<file path="config.mk">
export PLATFORM = sky130hd
export DESIGN_NAME = cache_way
export DESIGN_NICKNAME = d
export VERILOG_FILES = /design/src/common/cache_pkg.sv /design/src/cache/cache_way.sv
export VERILOG_INCLUDE_DIRS = /design/src /design/src/common
export SDC_FILE = /design/constraint.sdc
export NUM_CORES = 1
export LEC_CHECK = 0
export ABC_AREA = 1
export ABC_CLOCK_PERIOD_IN_PS = 10100
export BUFFER_PORTS_ARGS = -buffer_cell sky130_fd_sc_hd__buf_2
export CAP_MARGIN = 10
export CORE_MARGIN = 2
export CORE_UTILIZATION = 60
export CTS_CLUSTER_DIAMETER = 200
export DETAILED_ROUTE_END_ITERATION = 10
export PLACE_DENSITY_LB_ADDON = 0.12
export SYNTH_ARGS = -nofsm -noshare
export SYNTH_HDL_FRONTEND = slang
export SYNTH_SLANG_ARGS = --single-unit
export TNS_END_PERCENT = 50
</file>
<file path="constraint.sdc">
create_clock -name clk -period 10.1 [get_ports clk]
set_input_delay 1.01 -clock clk [delete_from_list [all_inputs] [get_ports clk]]
set_output_delay 1.01 -clock clk [all_outputs]
set_load 0.02 [all_outputs]
</file>
<file path="src/common/cache_macros.svh">
`ifndef CACHE_MACROS_SVH
`define CACHE_MACROS_SVH

// Address fields from high to low are tag, halt tag, set index and byte offset
`define CACHE_ADDR_W     32
`define CACHE_TAG_W      22
`define CACHE_HALT_W     4
`define CACHE_INDEX_W    3
`define CACHE_OFFSET_W   3

// Low bit position of each address field
`define CACHE_TAG_LSB    10
`define CACHE_HALT_LSB   6
`define CACHE_INDEX_LSB  3

// Organisation of the cache
`define CACHE_WAYS       8
`define CACHE_SETS       8
`define CACHE_WAY_W      3

// One line is eight bytes
`define CACHE_LINE_W     64
`define CACHE_BYTE_W     8

`endif

</file>
<file path="src/common/cache_pkg.sv">
`default_nettype none

`include "cache_macros.svh"

package cache_pkg;

	// A cache line is stored and filled as one word
	// The read path picks a single byte out of it through the byte view
	typedef union packed {
		logic [`CACHE_LINE_W-1:0] word;
		logic [`CACHE_LINE_W/`CACHE_BYTE_W-1:0][`CACHE_BYTE_W-1:0] bytes;
	} cache_line_t;

endpackage

`default_nettype wire

</file>
<file path="src/cache/cache_way.sv">
`timescale 1ns/1ps
`default_nettype none

`include "cache_macros.svh"

module cache_way
	import cache_pkg::*;
(
	input  logic                     clk,
	input  logic                     reset,
	input  logic [`CACHE_ADDR_W-1:0] address,
	input  logic                     write_enable,
	input  cache_line_t              write_data,
	output logic                     match,
	output logic                     halt_match,
	output logic                     valid,
	output cache_line_t              line
);

	logic [`CACHE_INDEX_W-1:0] index;
	logic [`CACHE_TAG_W-1:0]   addr_tag;
	logic [`CACHE_HALT_W-1:0]  addr_halt;

	// One entry per set
	logic [`CACHE_SETS-1:0]    valid_bits;
	logic [`CACHE_TAG_W-1:0]   tag_mem [`CACHE_SETS];
	logic [`CACHE_HALT_W-1:0]  halt_mem [`CACHE_SETS];
	cache_line_t               line_mem [`CACHE_SETS];

	logic                      tag_equal;

	assign index     = address[`CACHE_INDEX_LSB +: `CACHE_INDEX_W];
	assign addr_tag  = address[`CACHE_TAG_LSB +: `CACHE_TAG_W];
	assign addr_halt = address[`CACHE_HALT_LSB +: `CACHE_HALT_W];

	always_ff @(posedge clk)
	begin
		if (reset)
		begin
			valid_bits <= '0;
		end
		else if (write_enable)
		begin
			valid_bits[index] <= 1'b1;
		end
	end

	always_ff @(posedge clk)
	begin
		if (write_enable)
		begin
			tag_mem[index]  <= addr_tag;
			halt_mem[index] <= addr_halt;
			line_mem[index] <= write_data;
		end
	end

	assign valid = valid_bits[index];

	// The short halt tag is checked first
	// A way whose halt tag differs never enables its full tag compare
	assign halt_match = valid && (halt_mem[index] == addr_halt);

	always_comb
	begin
		tag_equal = 1'b0;
		if (halt_match)
		begin
			tag_equal = (tag_mem[index] == addr_tag);
		end
	end

	assign match = halt_match && tag_equal;
	assign line  = line_mem[index];

endmodule

`default_nettype wire

</file>
Word-level counts from Yosys, hierarchy flattened
Memory sizes are Yosys's and may differ from the RTL's.
Index checks and enable logic that the tools add are counted.
- order comparisons: 2
- eq/ne operators: 2
- mux-type cells: 7
- bitwise logic cells: 1
- reduce and logical (&&, ||, !) cells: 3
- operators by type and width (operator ; count):
    == test 22 bit ; 1
    bitwise OR 8 bit ; 1
    2-to-1 mux 1 bit ; 5
    == test 4 bit ; 1
    < comparator 3 x 4 -> 1 bit, second input constant ; 1
    binary-select mux 1 bit (select 3 bit) ; 1
    demux 1 bit (select 3 bit) ; 1
    greater-or-equal comparator 3 x 1 -> 1 bit, second input constant ; 1
    logical AND 1 bit ; 3
- flip-flop bits (word level): 8
- RAM bits: 720
- bits of input ports: 99
- output and inout bits: 67
- logic and storage cells: 19
- memories kept: 3
- memories (name ; depth ; width ; rd ports ; clocked after Yosys merged registers in ; wr ports ; line ; source):
    line_mem ; 8 ; 64 ; 1 ; 0 ; 1 ; cache_way.sv:28 ; cache_line_t line_mem [`CACHE_SETS];
    tag_mem ; 8 ; 22 ; 1 ; 0 ; 1 ; cache_way.sv:26 ; logic [`CACHE_TAG_W-1:0] tag_mem [`CACHE_SETS];
    halt_mem ; 8 ; 4 ; 1 ; 0 ; 1 ; cache_way.sv:27 ; logic [`CACHE_HALT_W-1:0] halt_mem [`CACHE_SETS];

Depth between registers and ports, before layout
- depth in word-level cells: 5
- depth in mapped cells: 16
- depth with buffers taken out: 14

Worst setup path after synthesis
Ideal clock, no wire load.
- path type: input -> register
- from: in address[4]
- to: mem halt_mem[4][0] in the netlist's numbering, enable pin
- setup time: 0.541 ns
- data arrival time: 5.606 ns
- data required time: 9.559 ns
- path slack: 3.953 ns
- stages on the path: 7
- buffers on the path: 4
- cells stage by stage: buf_4 > nor2_4 > buf_6 > buf_6 > buf_1 > inv_1 > nor2_1
- RTL lines (what ; line ; source):
    from (decl) ; cache_way.sv:11 ; input logic [`CACHE_ADDR_W-1:0] address,
    to (decl) ; cache_way.sv:27 ;
No word-level cell before the write port.

==> summary.md <==
| Metric | Value |
|---|---|
| Run status | `complete, no violations` |
| Clock network latency to the later pin of the worst-skew pair | `600 ps` |
| Initial standard-cell utilization of the core | `61.02%` |
| Starting DRC count in detailed routing | `1496` |
| Total of fill cells in the finished design | `3237` |
| Count of cell types in the netlist | `33` |
| Count of pins over their slew limit | `0` |
| Max-cap viol count | `0` |
| Sw Ratio | `21.90%` |
| Gr ovfl total | `0` |
| Clock tree sinks | `728` |
| Net total in the final layout | `2425` |
| Initial antenna violation count | `9` |
| Detailed-routed wire length on met2 | `31070 um` |
| Post-synthesis average cell area | `13.07 um^2` |
| Die Ht | `221.8 um` |
| Die area | `0.04921 mm^2` |
| Worst IR drop on VDD | `175.0 uV` |
| Vias/cell | `5.749` |
| Clock tree from TritonCTS | `yes` |
| Routed met1 length | `25620 um` |
| Synth Cell Area | `0.02847 mm^2` |
| Achievable Freq | `191.0 MHz` |
| Drc violations | `0` |
| Detailed-placement wirelength estimate | `31040 um` |
| Pint | `0.004929 W` |
| Worst Path Class, Setup | `in -> out` |
| Total placed instance area | `0.02969 mm^2` |
| Startpoint Class | `input pin` |
| Register area share after synthesis | `76.50%` |
| Required time reported for the critical path endpoint | `9090 ps` |
| Critical path capture point type | `primary output` |
| Largest net degree at the start of global routing | `169` |
| Synth Instances | `2178` |
| I/O pin cnt | `166` |
| Sw power | `0.001382 W` |
| Placeable core region | `0.04665 mm^2` |
| Count of synthesis-stage warnings from yosys | `0` |
| Minimum period implied by the final worst setup slack | `5236 ps` |
| Critical path arrival | `4230 ps` |
| PortBufs | `162` |
| Fraction of power consumed by sequential logic | `54.6%` |
| Die W | `221.8 um` |
| Syn Nets | `2277` |
| Count of instances resized after the clock tree is built | `0` |
| Number of buffers on the longest clock path | `3` |
| Via count | `17.19k` |
| Wirelength, routed | `62570 um` |
| Gp weighted congestion | `0.7209` |
| Highest routing layer actually used | `met5` |
| Measured slew at the worst slew-check pin | `1074 ps` |
| WL per Instance | `20.93 um` |
| Setup repair after global routing missed its margin | `false` |
| Power Dens Cells | `198.2 mW/mm^2` |
| Share of cells above drive strength 1 | `12.88%` |
| Via count of the first global-routing pass | `17.45k` |
| Num CTS Buffers | `72` |
| First-pass GRT wire length | `96440 um` |
| Row Count | `79` |
| Clock-pin slew on the worst setup and hold paths | `60 ps` |
| Final worst path period share | `51.85%` |
| Register bit total from synthesis | `728` |
| Final instance area | `0.03184 mm^2` |
| Area overhead of the layout relative to synthesis | `11.84%` |
| Overall global routing resource usage | `25.72%` |
| Final number of setup-violating endpoints | `0` |
| Relative slew margins | `28.39%` |
| Combinational fraction of design power | `6.5%` |
| Maximum fanout encountered on the critical timing path | `168` |
| Class of the tightest hold or removal check | `reg -> reg` |
| Proportion of power drawn by the clock network | `38.9%` |
| DR WL met3 | `4159 um` |
| Number of H-tree levels | `3` |
| Number of post-CTS setup repair buffers | `0` |
| Final total negative setup slack | `0 ps` |
| Number of buffers inserted by hold repair at cts | `0` |
| Static power due to leakage | `11.42 nW` |
| Final Skew | `0 ps` |
| Cell at the root of the clock tree | `sky130_fd_sc_hd__clkbuf_16` |
| Total count of hold-check failures in the final report | `0` |
| Antenna violation net count after detailed routing | `0` |
| Number of detailed-route iterations in the first pass | `7` |
==> layout by cell type, fill, tap and decap left out, types with 3 or more instances in the layout <==
cell type,count
sky130_fd_sc_hd__inv_2,4
sky130_fd_sc_hd__buf_2,161
sky130_fd_sc_hd__nand2_1,340
sky130_fd_sc_hd__o21bai_1,16
sky130_fd_sc_hd__clkinv_1,15
sky130_fd_sc_hd__inv_1,156
sky130_fd_sc_hd__o221ai_1,16
sky130_fd_sc_hd__o21ai_0,192
sky130_fd_sc_hd__dfxtp_1,8
sky130_fd_sc_hd__clkinv_2,8
sky130_fd_sc_hd__o211ai_1,53
sky130_fd_sc_hd__nor2_4,9
sky130_fd_sc_hd__a21oi_1,61
sky130_fd_sc_hd__clkbuf_16,74
sky130_fd_sc_hd__clkbuf_1,21
sky130_fd_sc_hd__diode_2,7
sky130_fd_sc_hd__nand3b_1,9
sky130_fd_sc_hd__buf_4,25
sky130_fd_sc_hd__inv_6,3
sky130_fd_sc_hd__o22ai_1,47
sky130_fd_sc_hd__or2_2,10
sky130_fd_sc_hd__nand3_1,76
sky130_fd_sc_hd__nor2_1,294
sky130_fd_sc_hd__or2_1,4
sky130_fd_sc_hd__o21ai_1,36
sky130_fd_sc_hd__edfxtp_1,720
==> power by group through the flow <==
stage | clock [W] | combinational (W) | sequential (W)
floorplan | 0 | 0.000249 | 0.00351
global placement | 0 | 0.000399 | 0.00350
detailed placement | 0 | 0.000410 | 0.00351
CTS | 0.00250 | 0.000413 | 0.00344
global route | 0.00261 | 0.000452 | 0.00345
finish | 0.00246 | 0.000409 | 0.00344
==> layout make-up <==
type                       count  area [um^2]  share of cell area [%]
timing repair buffer         187         1008                   3.167
sequential                   728        21780                   68.40
tap                          607        759.5                   2.385
antenna                        7        17.52                 0.05501
inverter                     162        618.1                   1.941
clock inverter                29        198.9                  0.6248
clock buffer                  95         1931                   6.063
multi-input combinational   1175         5528                   17.36
==> layer usage <==
metal / global-route usage (%) / up-vias
li1: - / 8022
met1: 33.20 / 8448
met2: 43.42 / 588
met3: 5.327 / 127
met4: 9.656 / 4
met5: 0 / -
==> logic make-up (layout without fill, tap and decap cells) <==
group           count (synthesis)  after routing  synth area share, %
compound gates                426            426                8.600
flops                         728            728                76.50
xor+xnor                        1              1              0.03077
other cells                     0              7                    0
buf+inv                       275            473                4.285
simple gates                  748            748                10.58
==> metrics by stage <==
| step | hold WS, ps | std cells | power, W | setup slack (ps) | utilization [%] |
|---|---|---|---|---|---|
| 2_1_floorplan | 434.9 | 2178 | 0.003760 | 3953 | - |
| 3_3_place_gp | 443.5 | 2859 | 0.003902 | 4857 | 63.65 |
| 3_5_place_dp | 453.7 | 2859 | 0.003918 | 4863 | 63.65 |
| 4_1_cts | 467.1 | 2983 | 0.006354 | 4893 | 68.21 |
| 5_1_grt | 489.3 | 2989 | 0.006510 | 4708 | 68.24 |
| 6_report | 469.3 | 2990 | 0.006311 | 4864 | 68.25 |
==> Yosys cell counts, drive strengths merged <==
library cell	count	share of area (%)
a211oi	1	0.026
nand3	76	1.3
or2	15	0.33
xor2	1	0.031
o21ai	228	4.0
a21oi	61	1.1
o211ai	55	1.5
inv	162	2.1
dfxtp	8	0.56
clkbuf	52	0.69
a211o	2	0.062
o22ai	47	1.0
o21bai	16	0.42
nand2	341	4.5
edfxtp	720	76
nor2	305	4.1
buf	61	1.5
o221ai	16	0.49
nor3	2	0.035
nand3b	9	0.24
==> state kept, by name (all words and copies together) (netlist names) <==
name,flops
line_mem,512
valid_bits,8
tag_mem,176
halt_mem,32
==> critical path, stage by stage <==
cell                       delay (ps)
sky130_fd_sc_hd__buf_8            280
sky130_fd_sc_hd__inv_8            810
sky130_fd_sc_hd__buf_4            980
sky130_fd_sc_hd__o21ai_0          250
sky130_fd_sc_hd__o22ai_1          200
sky130_fd_sc_hd__a21oi_1           70
sky130_fd_sc_hd__o211ai_1         220
sky130_fd_sc_hd__buf_2            240
==> worst paths after layout <==
kind,to,slack (ps),startpoint,cells after the start
hold reg to reg,valid_bits[7]$_SDFFE_PP0P_,470,valid_bits[7]$_SDFFE_PP0P_,2
setup reg to reg,valid_bits[4]$_SDFFE_PP0P_,9520,valid_bits[4]$_SDFFE_PP0P_,2
setup / recovery,line[34],4860,address[3],8
hold / removal,valid_bits[7]$_SDFFE_PP0P_,470,valid_bits[7]$_SDFFE_PP0P_,2
(Power assumes the default switching activity.)
