<file path="src/common/cache_macros.svh">
`ifndef CACHE_MACROS_SVH
`define CACHE_MACROS_SVH

// Address fields from high to low are tag, halt tag, set index and byte offset
`define CACHE_ADDR_W     32
`define CACHE_TAG_W      22
`define CACHE_HALT_W     4
`define CACHE_INDEX_W    3
`define CACHE_OFFSET_W   3

// Low bit position of each address field
`define CACHE_TAG_LSB    10
`define CACHE_HALT_LSB   6
`define CACHE_INDEX_LSB  3

// Organisation of the cache
`define CACHE_WAYS       8
`define CACHE_SETS       8
`define CACHE_WAY_W      3

// One line is eight bytes
`define CACHE_LINE_W     64
`define CACHE_BYTE_W     8

`endif

</file>
<file path="src/cache/lru_replace.sv">
`timescale 1ns/1ps
`default_nettype none

`include "cache_macros.svh"

module lru_replace
(
	input  logic                      clk,
	input  logic                      reset,
	input  logic [`CACHE_INDEX_W-1:0] index,
	input  logic                      access,
	input  logic                      hit,
	input  logic [`CACHE_WAY_W-1:0]   hit_way,
	input  logic [`CACHE_WAYS-1:0]    valid,
	output logic [`CACHE_WAY_W-1:0]   victim_way
);

	// Row w of a set's matrix holds the ways that w was used more recently than
	logic [`CACHE_WAYS-1:0][`CACHE_WAYS-1:0] lru_mat [`CACHE_SETS];
	logic [`CACHE_WAYS-1:0][`CACHE_WAYS-1:0] set_mat;
	logic [`CACHE_WAYS-1:0][`CACHE_WAYS-1:0] set_mat_next;

	logic [`CACHE_WAY_W-1:0] touched_way;
	logic [`CACHE_WAY_W-1:0] invalid_way;
	logic [`CACHE_WAY_W-1:0] lru_way;
	logic                    invalid_found;
	logic                    lru_found;

	assign set_mat = lru_mat[index];

	// A hit refreshes the hit way, a miss the way that receives the fill
	assign touched_way = hit ? hit_way : victim_way;

	always_comb
	begin
		set_mat_next = set_mat;
		set_mat_next[touched_way] = '1;
		for (int r = 0; r < `CACHE_WAYS; r++)
		begin
			set_mat_next[r][touched_way] = 1'b0;
		end
	end

	always_comb
	begin
		invalid_found = 1'b0;
		invalid_way   = '0;
		for (int w = 0; w < `CACHE_WAYS; w++)
		begin
			if (!invalid_found && !valid[w])
			begin
				invalid_found = 1'b1;
				invalid_way   = `CACHE_WAY_W'(w);
			end
		end
	end

	// The least recently used way has an empty row
	always_comb
	begin
		lru_found = 1'b0;
		lru_way   = '0;
		for (int w = 0; w < `CACHE_WAYS; w++)
		begin
			if (!lru_found && (set_mat[w] == '0))
			begin
				lru_found = 1'b1;
				lru_way   = `CACHE_WAY_W'(w);
			end
		end
	end

	assign victim_way = invalid_found ? invalid_way : lru_way;

	always_ff @(posedge clk)
	begin
		if (reset)
		begin
			for (int s = 0; s < `CACHE_SETS; s++)
			begin
				lru_mat[s] <= '0;
			end
		end
		else if (access)
		begin
			lru_mat[index] <= set_mat_next;
		end
	end

endmodule

`default_nettype wire

</file>
<file path="config.mk">
export PLATFORM = sky130hd
export DESIGN_NAME = lru_replace
export DESIGN_NICKNAME = d
export VERILOG_FILES = /design/src/cache/lru_replace.sv
export VERILOG_INCLUDE_DIRS = /design/src /design/src/common
export SDC_FILE = /design/constraint.sdc
export NUM_CORES = 1
export LEC_CHECK = 0
export BUFFER_PORTS_ARGS = -buffer_cell sky130_fd_sc_hd__buf_2
export CAP_MARGIN = 20
export CELL_PAD_IN_SITES_DETAIL_PLACEMENT = 0
export CELL_PAD_IN_SITES_GLOBAL_PLACEMENT = 2
export CORE_MARGIN = 5
export CORE_UTILIZATION = 45
export CTS_CLUSTER_DIAMETER = 150
export CTS_CLUSTER_SIZE = 40
export DETAILED_ROUTE_END_ITERATION = 8
export PLACE_DENSITY = 0.85
export SLEW_MARGIN = 5
export SYNTH_ARGS = -nofsm -noshare
export SYNTH_HDL_FRONTEND = slang
export SYNTH_SLANG_ARGS = --single-unit
</file>
<file path="constraint.sdc">
create_clock -name clk -period 9 [get_ports clk]
set_input_delay 1.35 -clock clk [delete_from_list [all_inputs] [get_ports clk]]
set_output_delay 1.35 -clock clk [all_outputs]
set_load 0.005 [all_outputs]
</file>
Word level (Yosys, flattened, before mapping):

Memory sizes are Yosys's and may differ from the RTL's.
Index checks and enable logic that the tools add are counted.

* bits of input ports: 18
* output and inout bits: 3
* memories: 1
* bits in registers: 0
* RAM bits: 512
* bits in read-only memories: 0
* latch bits: 0
* word-level logic and storage cells: 100

* $mul: 0
* shift operators: 0
* reductions and logical operators: 44
* order comparisons: 2
* equal/unequal tests: 0
* mux-type cells: 43
* bitwise operators: 10
* $add $sub $neg: 0
* divide/modulo/power cells: 0

Memories
* lru_mat: words 8, width 64, rd ports 1, clocked after Yosys merged registers in 0, wr ports 8, RTL line lru_replace.sv:19 `` logic [`CACHE_WAYS-1:0][`CACHE_WAYS-1:0] lru_mat [`CACHE_SETS]; ``

Operator list (number)
* 8-bit bitwise AND: 8
* 8-bit logical NOT: 8
* 64-bit 2-to-1 mux: 1
* 64-bit bitwise OR: 1
* 64-bit OR reduction: 1
* 3-bit 2-to-1 mux: 15
* 8-bit demux with 3-bit select: 1
* 1-bit 2-to-1 mux: 24
* 1-bit logical NOT: 20
* 1-bit logical AND: 15
* 8-bit 2-to-1 mux: 1
* 8-bit inverter: 1
* 3-bit by 4-bit less-than comparator with 1-bit output (second input constant): 1
* 1-bit demux with 3-bit select: 1
* 3-bit by 1-bit >= comparator with 1-bit output (second input constant): 1

Depth between registers and ports, before layout:

An unclocked memory read counts as a cell.

* depth after elaboration: 33
* gate-level depth with buffers: 17

Worst setup path after synthesis:

Ideal clock, no wire load.

* path kind: input port to output port
* from: input port index[2]
* to: output port victim_way[0]
* data arrival time: 4.004 ns
* stages: 14
* setup slack: 3.646 ns
* data required time: 7.650 ns
* path buffers: 5
* cells stage by stage: buf_4 > buf_6 > buf_6 > buf_2 > buf_4 > mux2i_1 > o22ai_1 > a31oi_1 > o21ai_1 > nor4b_1 > a21oi_1 > or4_1 > nand3_1 > and2_1

* cells in the longest elaborated chain, start to end: 25
* elaborated cells on any way between the ends: 38
* classes of those cells: mux: 15; reduce/logical: 22; memory: 1

Ends and longest elaborated chain
* start: declaration: RTL line lru_replace.sv:10 `` input logic [`CACHE_INDEX_W-1:0] index, ``
* memory read 8 x 64 bit *
* 8-bit logical NOT: RTL line lru_replace.sv:65 `if (!lru_found && (set_mat[w] == '0))`
* 1-bit 2-to-1 mux: RTL line lru_replace.sv:65
* 1-bit logical NOT: RTL line lru_replace.sv:65
* 1-bit logical AND: RTL line lru_replace.sv:65
* 1-bit 2-to-1 mux: RTL line lru_replace.sv:65
* 1-bit logical NOT: RTL line lru_replace.sv:65
* 1-bit logical AND: RTL line lru_replace.sv:65
* (+9 left out)
* 1-bit 2-to-1 mux: RTL line lru_replace.sv:65
* 1-bit logical NOT: RTL line lru_replace.sv:65
* 1-bit logical AND: RTL line lru_replace.sv:65
* 1-bit 2-to-1 mux: RTL line lru_replace.sv:65
* 1-bit logical NOT: RTL line lru_replace.sv:65
* 1-bit logical AND: RTL line lru_replace.sv:65
* 3-bit 2-to-1 mux *: RTL line lru_replace.sv:65
* 3-bit 2-to-1 mux *: RTL line lru_replace.sv:73 `assign victim_way = invalid_found ? invalid_way : lru_way;`
* end: declaration: RTL line lru_replace.sv:15 `` output logic [`CACHE_WAY_W-1:0] victim_way ``

Every way passes the cells marked *; elsewhere a longest branch is shown, timed or not.

Worst setup path in the final report:

* from: input port index[0]
* to: output port victim_way[0]

Same word-level chain as after synthesis.

==> results.txt <==
The post-CTS setup repair buffer count was 0. After detailed routing, the number of vias per cell comes to 6.633. The run gives 54030 µm² as the core footprint. The most used flip-flop cell after synthesis is edfxtp_1.

The number of diodes was 0. The longest clock path from root to sink contains 3 buffers. The final HPWL from detailed placement came out at 44.57 mm. After synthesis, the mean cell area works out to 12.75 µm².

The total number of placement rows is 85, and the share of synthesized registers carrying an async set or reset is 0%. The synthesized netlist occupies a cell area of 24670 µm². Fraction of layout instances using a drive strength above 1: 13.82%. STA classifies the critical path endpoint as an output port.

Kind of launch point of the worst setup path: an input pin. For the worst-skew pair, the clock arrives at the later sink with an insertion delay of 0.59 ns. The critical path start-end classification was in -> out. For this run, design rule violations remaining after detail routing come to 0.

The die extent in x was 244.2 µm. The worst hold path belongs to the class reg -> reg. Of the total synthesized cell area, the portion taken by AND, OR, NAND and NOR gates is 14.18%. The detail route stage leaves a number of antenna-violating nets equal to 0. The number of buffers inserted for hold repair after clock tree synthesis is 0, and the final net count is 1892. Number of DRC markers after the initial detailed-route iteration: 2185. The least setup slack across all paths after layout is 2.130 ns, and the count of buffering cells on the critical path with inverters included is 4.

Leading area contributor after synthesis: edfxtp_1. The portion of synthesized area spent on multiplexers is 10.38%. At the end of routability-driven placement, the weighted congestion stood at 0.8526. In this run the vertical extent of the chip is 244.2 µm.

The largest individual stage delay along the critical path comes from the cell nor4b_1. After global routing the overflow that remains totals 0. The run finished with clean final reports. The number of max-slew violations in the final report is 0.

Relative to the synthesized area, the layout overhead comes to 4.853%. The register with the most flip-flops in the layout has 512 of them. The count of input and output buffers was 20; the clock-pin slew on the worst setup and hold paths was 0.15 ns.

Synthesis inferred 512 register bits. The post-synthesis cell count was 1935. The kind of cell with the highest combined delay along the critical path is simple AND/OR/NAND/NOR gates. The register with the most flip-flops is lru_mat.

By area the synthesized netlist is led by edfxtp_1 62%, mux4_2 6.7%, nor2_1 5.5%. The tools report the initial antenna violation count as 2. The final worst-path cycle share came out at 76.34%.

The run gives 8.690 nW as the leakage power. For this block, the via count after detailed routing is 17050. At the end of the flow the core is filled with cells to 47.89%.

Measured against its own limit, the worst slew margin works out to 18.83%. Post-CTS repair changed the size of 0 cells. Clock skew on the completed layout was measured at 0.04833 ns. Summing the areas of all compound-gate instances in the mapped netlist gives 10.03% of the synthesized area. The max-cap check violation count is 0, and the area enclosed by the die boundary is 59620 µm².

The run gives 0.1340 mV as the highest ir drop seen on vdd. The largest registers in the layout are lru_mat x512. The tools report the number of endpoints failing setup at the final stage as 0. Setup repair after global routing left no endpoint under its margin. The overall routing resource usage is 25.62%, and the clock sink total is 512. Data on the critical path is required at its endpoint by 7.65 ns.

Summing the areas of all fa, ha and maj instances in the mapped netlist gives 0% of the synthesized area. Cell repeated most along the worst path: buf_4. In this run the worst path has a maximum fanout of 45. The most common cell in the synthesized netlist is edfxtp_1. Sorting the synthesized cells by how often they occur yields 512 x edfxtp_1, 364 x nor2_1, 161 x nand2_1, 158 x nor3_1, 73 x mux4_2. The fraction of the yosys area taken by sequential cells is 62.31%, and the number of detailed-routing iterations run before antenna repair is 5.

The clock buffer count from CTS came out at 16. For this configuration, the core starts out at a cell density of 45.67%. The worst register-to-register path begins at lru_mat[5][58].

The via count of the first global-routing pass is 16690. The parity-gate share of the synthesized area counting xor and xnor cells works out to 0%. TritonCTS built the clock tree. The top cell type's share of synthesized area works out to 62.31%.

Before CTS, the worst setup slack after placement is 2.093 ns. In this run the worst setup path begins at index[0]. During synthesis, Yosys emitted a total of 0 warnings. Static timing analysis puts the maximum clock frequency at 145.6 MHz. The signal on the critical path passes through buf_4 -> inv_2 -> buf_4 -> o221ai_1 -> or3_1 -> nor4b_1 -> a21oi_1 -> or4_1 -> nand3_1 -> and2_1 -> buf_2.

The overall power of the completed layout was 0.004446 W; the number of nets in the synthesized netlist was 1953. The critical path crosses 11 cells after its start point. The average routed wire per standard cell is 30.58 µm.

The smallest clock period supported by the final layout is computed as 6.870 ns. Dividing total power by cell area gives a power density of 171.8 nW/µm². The number of cells on the worst reg-to-reg path was 10; the maximum single-stage delay on the critical path was 0.82 ns.

For the final routed database, the setup TNS stands at 0 ns. Entering global routing, the biggest net connects 83 pins. The first global-routing pass estimated 113.2 mm of wire. 21 I/O pins were placed. The flop-to-flop setup slack is 3.93 ns, and the number of different library cells in the post-synthesis netlist is 84.

By area, the combinational part of the netlist is dominated by simple AND/OR/NAND/NOR gates. Following the worst setup path forward leads to its endpoint at victim_way[0]. With fillers left out, the area of the finished cells amounts to 25870 µm². Data arrives at the worst endpoint at 5.52 ns. The worst register-to-register path ends at lru_mat[7][13]. The final layout contains routed wiring with a total length of 78.60 mm.

The tree is rooted in a clkbuf_16. The H-tree level count was 1; the worst-margin pin slew was 1.214 ns. The number of synthesized flops with an enable pin is 512, and the final hold violation count is 0. The total placed instance area was 25430 µm².
==> worst min path at each step <==
stage	startpoint	to	slack (ns)	cells after the start
floorplan	lru_mat[5][45]	lru_mat[0][45]	0.76	4
global placement	lru_mat[5][63]	lru_mat[0][63]	0.90	4
detailed placement	lru_mat[1][25]	lru_mat[0][25]	0.88	4
CTS	lru_mat[1][25]	lru_mat[6][25]	0.92	4
global route	lru_mat[1][25]	lru_mat[6][25]	0.97	4
finish	lru_mat[1][25]	lru_mat[6][25]	0.92	4
==> worst reg2reg max path: cells and delay by family, from the launching register on <==
family	cells	cell delay [ns]
simple gates	7	2.60
compound gates	2	1.33
flops	1	0.39
mux	1	0.47
==> cells by family (layout without fill, tap and decap cells) <==
| kind of cell | after synthesis | after routing |
|---|---|---|
| AOI/OAI and AO/OA | 316 | 316 |
| buffers and inverters | 149 | 88 |
| muxes | 160 | 160 |
| DFF | 512 | 512 |
| and+or+nand+nor | 798 | 798 |
==> power breakdown <==
group	internal, W	switching [W]	total [W]
clock network	0.000347	0.000692	0.00104
registers	0.00273	0.0000289	0.00276
logic	0.000175	0.000475	0.000650
==> layer usage <==
metal,part of all wire [%],global-route usage [%]
met2,46,41.12
met3,10,4.586
met1,40,35.86
met4,3.9,8.181
met5,0,0.3268
==> metrics by stage <==
step                      hold WS (ns)  instances
after floorplan                 0.7624       1935
after global placement          0.9042       2550
after detailed placement        0.8839       2551
after CTS                       0.9152       2569
after global routing            0.9697       2570
final                           0.9157       2570
==> layout make-up <==
type | count | area [µm²]
clock buffer | 17 | 425.4
clock inverter | 1 | 8.758
fill | 4826 | 28150
inverter | 6 | 22.52
multi-input combinational | 1274 | 8687
sequential | 512 | 15370
tap | 696 | 870.8
timing repair buffer | 64 | 483.0
==> cell usage in the layout, fill, tap and decap left out, drive strengths merged, types with 37 or more instances in the layout <==
cell      n
o32ai    44
nand2   163
mux2     37
edfxtp  512
buf      62
nor2    366
mux4     73
nor3    158
nand3    40
a21oi    51
mux2i    50
Note: power is estimated with default switching activity, not from simulation.
