**src/common/cache_macros.svh**
```systemverilog
`ifndef CACHE_MACROS_SVH
`define CACHE_MACROS_SVH

// Address fields from high to low are tag, halt tag, set index and byte offset
`define CACHE_ADDR_W     32
`define CACHE_TAG_W      22
`define CACHE_HALT_W     4
`define CACHE_INDEX_W    3
`define CACHE_OFFSET_W   3

// Low bit position of each address field
`define CACHE_TAG_LSB    10
`define CACHE_HALT_LSB   6
`define CACHE_INDEX_LSB  3

// Organisation of the cache
`define CACHE_WAYS       8
`define CACHE_SETS       8
`define CACHE_WAY_W      3

// One line is eight bytes
`define CACHE_LINE_W     64
`define CACHE_BYTE_W     8

`endif

```
**src/common/cache_pkg.sv**
```systemverilog
`default_nettype none

`include "cache_macros.svh"

package cache_pkg;

	// A cache line is stored and filled as one word
	// The read path picks a single byte out of it through the byte view
	typedef union packed {
		logic [`CACHE_LINE_W-1:0] word;
		logic [`CACHE_LINE_W/`CACHE_BYTE_W-1:0][`CACHE_BYTE_W-1:0] bytes;
	} cache_line_t;

endpackage

`default_nettype wire

```
**src/cache/hit_select.sv**
```systemverilog
`timescale 1ns/1ps
`default_nettype none

`include "cache_macros.svh"

module hit_select
	import cache_pkg::*;
(
	input  logic [`CACHE_WAYS-1:0]     match,
	input  logic [`CACHE_WAYS-1:0]     halt_match,
	input  cache_line_t                lines [`CACHE_WAYS],
	input  logic [`CACHE_OFFSET_W-1:0] offset,
	input  logic                       read_signal,
	input  logic                       write_signal,
	output logic                       hit,
	output logic                       read_hit,
	output logic                       write_hit,
	output logic                       halt_hit,
	output logic [`CACHE_WAY_W-1:0]    hit_way,
	output logic [`CACHE_BYTE_W-1:0]   read_data
);

	cache_line_t hit_line;
	logic        way_found;

	assign hit       = |match;
	assign halt_hit  = |halt_match;
	assign read_hit  = hit && read_signal;
	assign write_hit = hit && write_signal;

	// Only one way should match, the lowest one wins if several do
	always_comb
	begin
		way_found = 1'b0;
		hit_way   = '0;
		for (int w = 0; w < `CACHE_WAYS; w++)
		begin
			if (!way_found && match[w])
			begin
				way_found = 1'b1;
				hit_way   = `CACHE_WAY_W'(w);
			end
		end
	end

	assign hit_line = lines[hit_way];

	always_comb
	begin
		read_data = '0;
		if (read_hit)
		begin
			read_data = hit_line.bytes[offset];
		end
	end

endmodule

`default_nettype wire

```
**config.mk**
```make
export PLATFORM = sky130hd
export DESIGN_NAME = hit_select
export DESIGN_NICKNAME = d
export VERILOG_FILES = /design/src/common/cache_pkg.sv /design/src/cache/hit_select.sv
export VERILOG_INCLUDE_DIRS = /design/src /design/src/common
export SDC_FILE = /design/constraint.sdc
export NUM_CORES = 1
export LEC_CHECK = 0
export BUFFER_PORTS_ARGS = -buffer_cell sky130_fd_sc_hd__buf_2
export CORE_AREA = 5 5 211 213
export DETAILED_ROUTE_END_ITERATION = 7
export DIE_AREA = 0 0 216 218
export REMOVE_ABC_BUFFERS = 1
export SLEW_MARGIN = 20
export SYNTH_ARGS = -nofsm -noshare
export SYNTH_HDL_FRONTEND = slang
export SYNTH_SLANG_ARGS = --single-unit
```
**constraint.sdc**
```tcl
create_clock -name vclk -period 3.2
set_input_delay 0.48 -clock vclk [all_inputs]
set_output_delay 0.48 -clock vclk [all_outputs]
set_load 0.02 [all_outputs]
```
# Word level (Yosys, flattened, before mapping)
# Index checks and enable logic that the tools add are counted.
# totals
in_bits,533
wordCells,41
latch_bits,0
register_bits,0
out_inout_bits,15
ramBits,0
mem_bits_ro,0
mem_count,0
# op_classes
muxes,20
reduce_logical,18
n_mul,0
bitwise,1
n_eq_ne,0
n_addsub,0
n_lt_le_gt_ge,2
div,0
n_shift,0
# op_table
op,n
binary-select mux 64 bit (select 3 bit),1
2-to-1 mux 64 bit,2
binary-select mux 8 bit (select 3 bit),1
2-to-1 mux 3 bit,6
2-to-1 mux 8 bit,2
OR reduction 8 bit,2
logical AND 1 bit,9
2-to-1 mux 1 bit,8
logical NOT 1 bit,7
greater-or-equal comparator 4 bit (second input constant),1
< comparator 3 x 4 -> 1 bit (second input constant),1
NOT 3 -> 4 bit,1

# Logic depth before layout (Yosys ltp)
# Gate-level depths: netlist (run 1).
# depth
depth_word,29
mapped_depth,11

# Least setup slack after synthesis (run 1)
# OpenSTA, ideal clock, no wires.
# synth_timing
path_type,input-to-output
start,input port match[2]
end,output port read_data[5]
required_ps,2720
path_stages,10
setup_slack_ps,340
arrival_ps,2380
cell_sequence,nor4_4 and4b_1 buf_4 nor2_8 inv_4 buf_2 mux2_2 o22ai_1 o211ai_1 o211a_1
# synth_via
elab_chain_len,24
# synth_lines
element,line_no,source
from (decl),hit_select.sv:9,"input logic [`CACHE_WAYS-1:0] match,"
logical AND 1 bit,hit_select.sv:38,if (!way_found && match[w])
2-to-1 mux 1 bit,hit_select.sv:38,
logical NOT 1 bit,hit_select.sv:38,
logical AND 1 bit,hit_select.sv:38,
2-to-1 mux 1 bit,hit_select.sv:38,
logical NOT 1 bit,hit_select.sv:38,
logical AND 1 bit,hit_select.sv:38,
2-to-1 mux 1 bit,hit_select.sv:38,
[7 not listed],n/a,
logical AND 1 bit,hit_select.sv:38,
2-to-1 mux 3 bit,hit_select.sv:38,
NOT 3 -> 4 bit (implied by the code),hit_select.sv:46,assign hit_line = lines[hit_way];
binary-select mux 64 bit (select 3 bit),hit_select.sv:46,
2-to-1 mux 64 bit (implied by the code) (2 in series),hit_select.sv:46,
binary-select mux 8 bit (select 3 bit),hit_select.sv:53,read_data = hit_line.bytes[offset];
2-to-1 mux 8 bit (implied by the code),hit_select.sv:53,
2-to-1 mux 8 bit *,hit_select.sv:51,if (read_hit)
to (decl),hit_select.sv:20,output logic [`CACHE_BYTE_W-1:0] read_data
# Mark *: on every way between the ends. The rest lies on a longest branch, timed or not. The select of a mux whose other input is x is not followed.

# Worst setup path after layout (run 1)
# layout_timing
start,input port match[0]
end,output port read_data[7]
# layout_via
elab_chain_len,29
# layout_lines
element,line_no
2-to-1 mux 1 bit,hit_select.sv:38
logical NOT 1 bit,hit_select.sv:38
logical AND 1 bit,hit_select.sv:38
2-to-1 mux 1 bit,hit_select.sv:38
logical NOT 1 bit,hit_select.sv:38
logical AND 1 bit,hit_select.sv:38
2-to-1 mux 1 bit,hit_select.sv:38
logical NOT 1 bit,hit_select.sv:38
[12 not listed],n/a
logical AND 1 bit,hit_select.sv:38
2-to-1 mux 3 bit,hit_select.sv:38
NOT 3 -> 4 bit (implied by the code),hit_select.sv:46
binary-select mux 64 bit (select 3 bit),hit_select.sv:46
2-to-1 mux 64 bit (implied by the code) (2 in series),hit_select.sv:46
binary-select mux 8 bit (select 3 bit),hit_select.sv:53
2-to-1 mux 8 bit (implied by the code),hit_select.sv:53
2-to-1 mux 8 bit *,hit_select.sv:51
# Marks and branches as above.

==> results of run 1 <==
[layer usage]
metal | track usage [%] | share of wire, % | routed length [µm] | vias up
met3 | 2.53 | 7.0 | 3000 | 69
met2 | 29.8 | 49 | 21100 | 524
li1 | - | - | - | 4088
met5 | 0 | 0.11 | 48 | -
met4 | 3.69 | 2.5 | 1060 | 8
met1 | 20.8 | 41 | 17800 | 4163
[synth_stat cells (5+ instances only)]
cell type / n / area, µm²
buf_1: 9 / 33.8
clkbuf_1: 46 / 173
a22o_1: 8 / 70.1
mux2_1: 11 / 124
buf_6: 6 / 67.6
nand2_1: 128 / 480
nand2b_1: 5 / 31.3
o21ai_0: 71 / 355
a22oi_1: 24 / 180
a21oi_1: 8 / 40.0
nor2_1: 5 / 18.8
nor3b_1: 8 / 60.1
o21a_1: 8 / 60.1
a2111oi_0: 8 / 70.1
a31oi_1: 96 / 601
a222oi_1: 8 / 80.1
buf_4: 7 / 52.6
o22ai_1: 16 / 100
o211a_1: 9 / 90.1
o221ai_1: 16 / 140
o31ai_1: 8 / 60.1
mux2_2: 75 / 845
mux2i_1: 40 / 400
o211ai_1: 39 / 293
a2bb2oi_1: 8 / 70.1
buf_2: 9 / 45.0
[logic make-up (layout without fill, tap and decap cells)]
logic type	count (synthesis)	count (layout)	share of synthesized area, %
multiplexers	128	128	28.5
AND/OR/NAND/NOR	169	169	15.9
AO/OA/AOI/OAI	337	337	47.0
buffers and inverters	83	696	8.50
other	0	2	0
[stage by stage]
step | total power, mW | setup WS, ns | instance area [µm²] | utilization, % | setup TNS [ns]
floorplan | 0.490 | -2.68 | 4490 | - | -21.64
global placement | 1.24 | -0.844 | 9040 | 21.3 | -3.57
detailed placement | 1.24 | -0.874 | 9040 | 21.3 | -4.04
CTS | 1.39 | -0.289 | 9680 | 22.8 | -1.90
global route | 1.51 | -0.345 | 9800 | 23.1 | -2.43
finish | 1.41 | -0.274 | 9800 | 23.1 | -1.59
[critical path, stage by stage]
cell	delay, ns
buf_8	0.10
nor4_4	0.29
and4b_2	0.36
nor2_8	0.06
clkinv_4	0.07
buf_12	0.14
mux2_4	0.30
o211ai_1	0.31
o211ai_1	0.28
buf_4	0.23
o211a_1	0.24
buf_6	0.13
[final cells by class]
class	count	area [µm²]	share of cell area [%]
timing repair buffer	694	4340	44.3
inverter	2	12.5	0.128
tap	546	683	6.97
multi-input combinational	634	4760	48.5
antenna	2	5.00	0.0511
[worst paths after layout]
path	from	to	slack, ns	cells past startpoint
worst max-delay path	match[0]	read_data[7]	-0.27	12
worst min-delay path	halt_match[6]	halt_hit	1.26	4
[repair_timing]
| action | 4_1_cts | 5_1_grt |
|---|---|---|
| resized for setup | 87 | 23 |
| setup endpoints to repair | 8 | 8 |
| pin swaps | 34 | 19 |
| endpoints found under the hold margin | 0 | 0 |
| buffers inserted | 22 | 3 |
| gates cloned | 4 | 1 |
[power breakdown]
| part | switching [mW] | total, mW | internal, mW |
|---|---|---|---|
| registers | 0 | 0 | 0 |
| logic | 0.672 | 1.41 | 0.735 |
| clock network | 0 | 0.0000000837 | 0.0000000837 |
[cell usage in the layout (no fill, tap or decap), types with 10 or more instances in the layout]
cell,count
buf_2,537
nand2_1,127
buf_4,111
a31oi_1,95
o21ai_0,61
mux2_2,60
mux2i_1,40
o211ai_1,39
a22oi_1,22
mux2_4,18
buf_12,18
o221ai_1,15
buf_6,15
o22ai_1,13
mux2_1,10
==> metrics, run 1 <==
outcome finished, violations left; violated checks negative setup slack; chip height between 200 and 250 µm; final setup fails 8; antenna viol nets, final 0; first-pass GRT wire length 59.4 mm; PD cells approximately 140 mW/mm²; post-DP HPWL about 36 mm; RSZ-0062 raised after global routing yes; Final WS setup -0.274 ns; register area share after synthesis 0%; post-route insts no fill between 1.5k and 2k; max capacitance violation total 0; All-Layer GR Usage between 10% and 20%; Leak Pwr around 4.6 nW; min cycle time layout about 3.5 ns; Rows 76; share of layout cells above drive strength 1 roughly 61%; total number of vias between 8k and 9k; Hold/Removal Path Class in2out; via density per instance 4.71; Max Freq between 0.2 and 0.3 GHz; initial antenna violation count 6; Worst-Margin Slew 0.752 ns; router iterations before antenna repair 6; largest net degree at the start of global routing 56; GPL Wtd Cong between 0.9 and 1; Final Cycle Share 109%; Area Growth Syn to Fin 100%; Register Area 0 µm²; Slew Viols, Final 0; CP Launch Type input port; vias in the first global route 9370; die width between 200 and 250 µm; clkbuf count 0; WP data arrival between 2 and 3 ns; Overflow after GRT 0; # DRC 0; port buffer count between 500 and 600; Wirelength per Cell roughly 23 µm; Max-slew headroom 49.8%; final hold vios 0; Warnings, synthesis 0; worst-path fanout max 7; Die ar. ~0.047 mm²; Max VDD drop 41.5 µV; Avg Synthesized Cell Area between 6 and 7 µm²; Hold Buf Count CTS 0; # nets final ~1.9k; critical path endpoint category primary output; Setup CP Type in2out; Starting DRT DRC Count about 670; final wirelength approximately 43 mm; Core Box Area around 0.043 mm²; Filler cells around 4.8k; WHS approximately 1.3 ns; Top Ports ~550; required time of the worst setup path between 2 and 3 ns; Distinct cells, synth 53; dpl cells approximately 1.8k; Netlist Area Pre-Place about 0.0049 mm²; Initial Utilization a little under an eighth; FFs & Latches 0; Synth Instances 717
Note: power is estimated with default switching activity, not from simulation.
==> inputs of run 2 (changes only) <==
==> constraint.sdc (replaced) <==
create_clock -name vclk -period 3.2
set_input_delay 0.48 -clock vclk [all_inputs]
set_output_delay 0.48 -clock vclk [all_outputs]
set_load 0.01 [all_outputs]
==> run 2 against run 1 <==
The run still ends with negative setup slack left; worst setup slack worse by 0.010 ns; routed wire length is 0.92% lower; global-route usage hardly changed; sequential cell count stayed put; non-clock buffer count stayed put; total power is 3.6% lower; clock-buffer cell count stayed put; first-iteration DRC count is 3.4% higher; via count is 0.80% higher; critical path depth stayed put; maximum frequency is 0.29% lower; cell count hardly changed; critical endpoint unchanged.
==> metrics, run 2 (synthesis gave the netlist of run 1 again) <==
via density per instance 4.75; max capacitance violation total 0; initial antenna violation count 5; P_sw between 0.6 and 0.7 mW; port buffer count between 500 and 600; antenna viol nets, final 0; Post-DP Area approximately 0.0091 mm²; final setup fails 8; Max-slew headroom approximately 51%; post-layout util between 20% and 30%; CP Launch Type input port; Rows 76; final wirelength around 43 mm; chip height approximately 220 µm; Die ar. 0.0471 mm²; clkbuf count 0; final hold vios 0; total number of vias just under 9k; post-place setup slack -0.745 ns; Final WS setup -0.284 ns; critical path endpoint category primary output; worst-path fanout max 7; # DRC 0; die width ~220 µm; switch share a little under half; Top Ports about 550; dpl cells 1848; Register Area 0 µm²; Finished Cell Area slightly below 0.01 mm²; Wirelength per Cell 22.7 µm; most frequent cells in the layout buf_2 (539), nand2_1 (126), buf_4 (105); clock share of power 0%; post-DP HPWL between 30 and 40 mm; min cycle time layout 3.48 ns; violated checks negative setup slack; required time of the worst setup path 2.72 ns; Hold/Removal Path Class in2out; # nets final 1865; most common cell after layout, fill and taps aside buf_2; Overflow after GRT 0; Slew Viols, Final 0; Initial Utilization a little under an eighth; Setup CP Type in2out; router iterations before antenna repair 5; Area Growth Syn to Fin 98.3%; largest net degree at the start of global routing 49; post-route insts no fill ~1.9k; Starting DRT DRC Count 690; Leak Pwr 4.56 nW; Max Freq approximately 0.29 GHz; first-pass GRT wire length around 60 mm; GPL Wtd Cong approximately 0.95; combinational power share between 90% and 100%; Final Cycle Share 109%; Hold Buf Count CTS 0; FFs & Latches 0; share of layout cells above drive strength 1 ~60%; Pint roughly 0.71 mW; vias in the first global route ~9.4k; outcome finished, violations left; All-Layer GR Usage 16.6%; PD cells between 100 and 150 mW/mm²; Max VDD drop 52.5 µV; WP data arrival around 3.0 ns; Core Box Area 0.0425 mm²; RSZ-0062 raised after global routing yes; Worst-Margin Slew 0.732 ns; Reg power frac 0%
==> run 2: repair_timing <==
action / 4_1_cts / 5_1_grt
pin swaps: 36 / 8
cloned: 4 / 0
endpoints found under the setup margin: 8 / 8
gates resized for setup: 82 / 11
buffers inserted: 24 / 0
==> run 2: worst paths after layout <==
path	start	end	slack, ns	cells past startpoint
setup / recovery	match[0]	read_data[7]	-0.28	12
hold / removal	halt_match[6]	halt_hit	1.23	4
==> run 2: critical path, cell delays in order <==
cell	delay (ns)
buf_8	0.10
nor4_4	0.28
and4b_2	0.34
nor2_8	0.06
inv_6	0.08
buf_12	0.14
mux2_4	0.30
o211ai_1	0.33
o211ai_1	0.30
buf_4	0.23
o211a_1	0.21
buf_2	0.14
==> run 2: metrics by stage <==
stage                     setup TNS (ns)  power, mW  hold WS [ns]
final                              -1.51       1.36          1.23
after global routing               -2.35       1.46          1.28
after CTS                          -1.64       1.36          1.24
after detailed placement           -3.24       1.22          1.24
after global placement             -3.16       1.22          1.23
after floorplan                   -21.23      0.475          1.07
==> run 2: per-layer routing <==
| metal | track usage, % | share of wire (%) | vias to the layer above |
|---|---|---|---|
| met2 | 29.8 | 49 | 569 |
| met5 | 0 | 0.11 | - |
| li1 | - | - | 4092 |
| met1 | 20.6 | 40 | 4190 |
| met3 | 2.68 | 8.0 | 66 |
| met4 | 4.09 | 2.8 | 6 |
==> run 2: power groups by stage <==
stage                     logic [mW]  registers [mW]  clock network (mW)
after CTS                       1.36               0                   0
after floorplan                0.475               0                   0
after global placement          1.22               0                   0
after detailed placement        1.22               0                   0
after global routing            1.46               0        0.0000000418
final                           1.36               0        0.0000000418
==> run 2: cell type report <==
type | instances | area [µm²]
Timing Repair Buffer | 694 | 4330
Fill cell | 4783 | 32800
Tap cell | 546 | 683
Antenna cell | 1 | 2.50
Inverter | 2 | 12.5
Multi-Input combinational cell | 634 | 4690
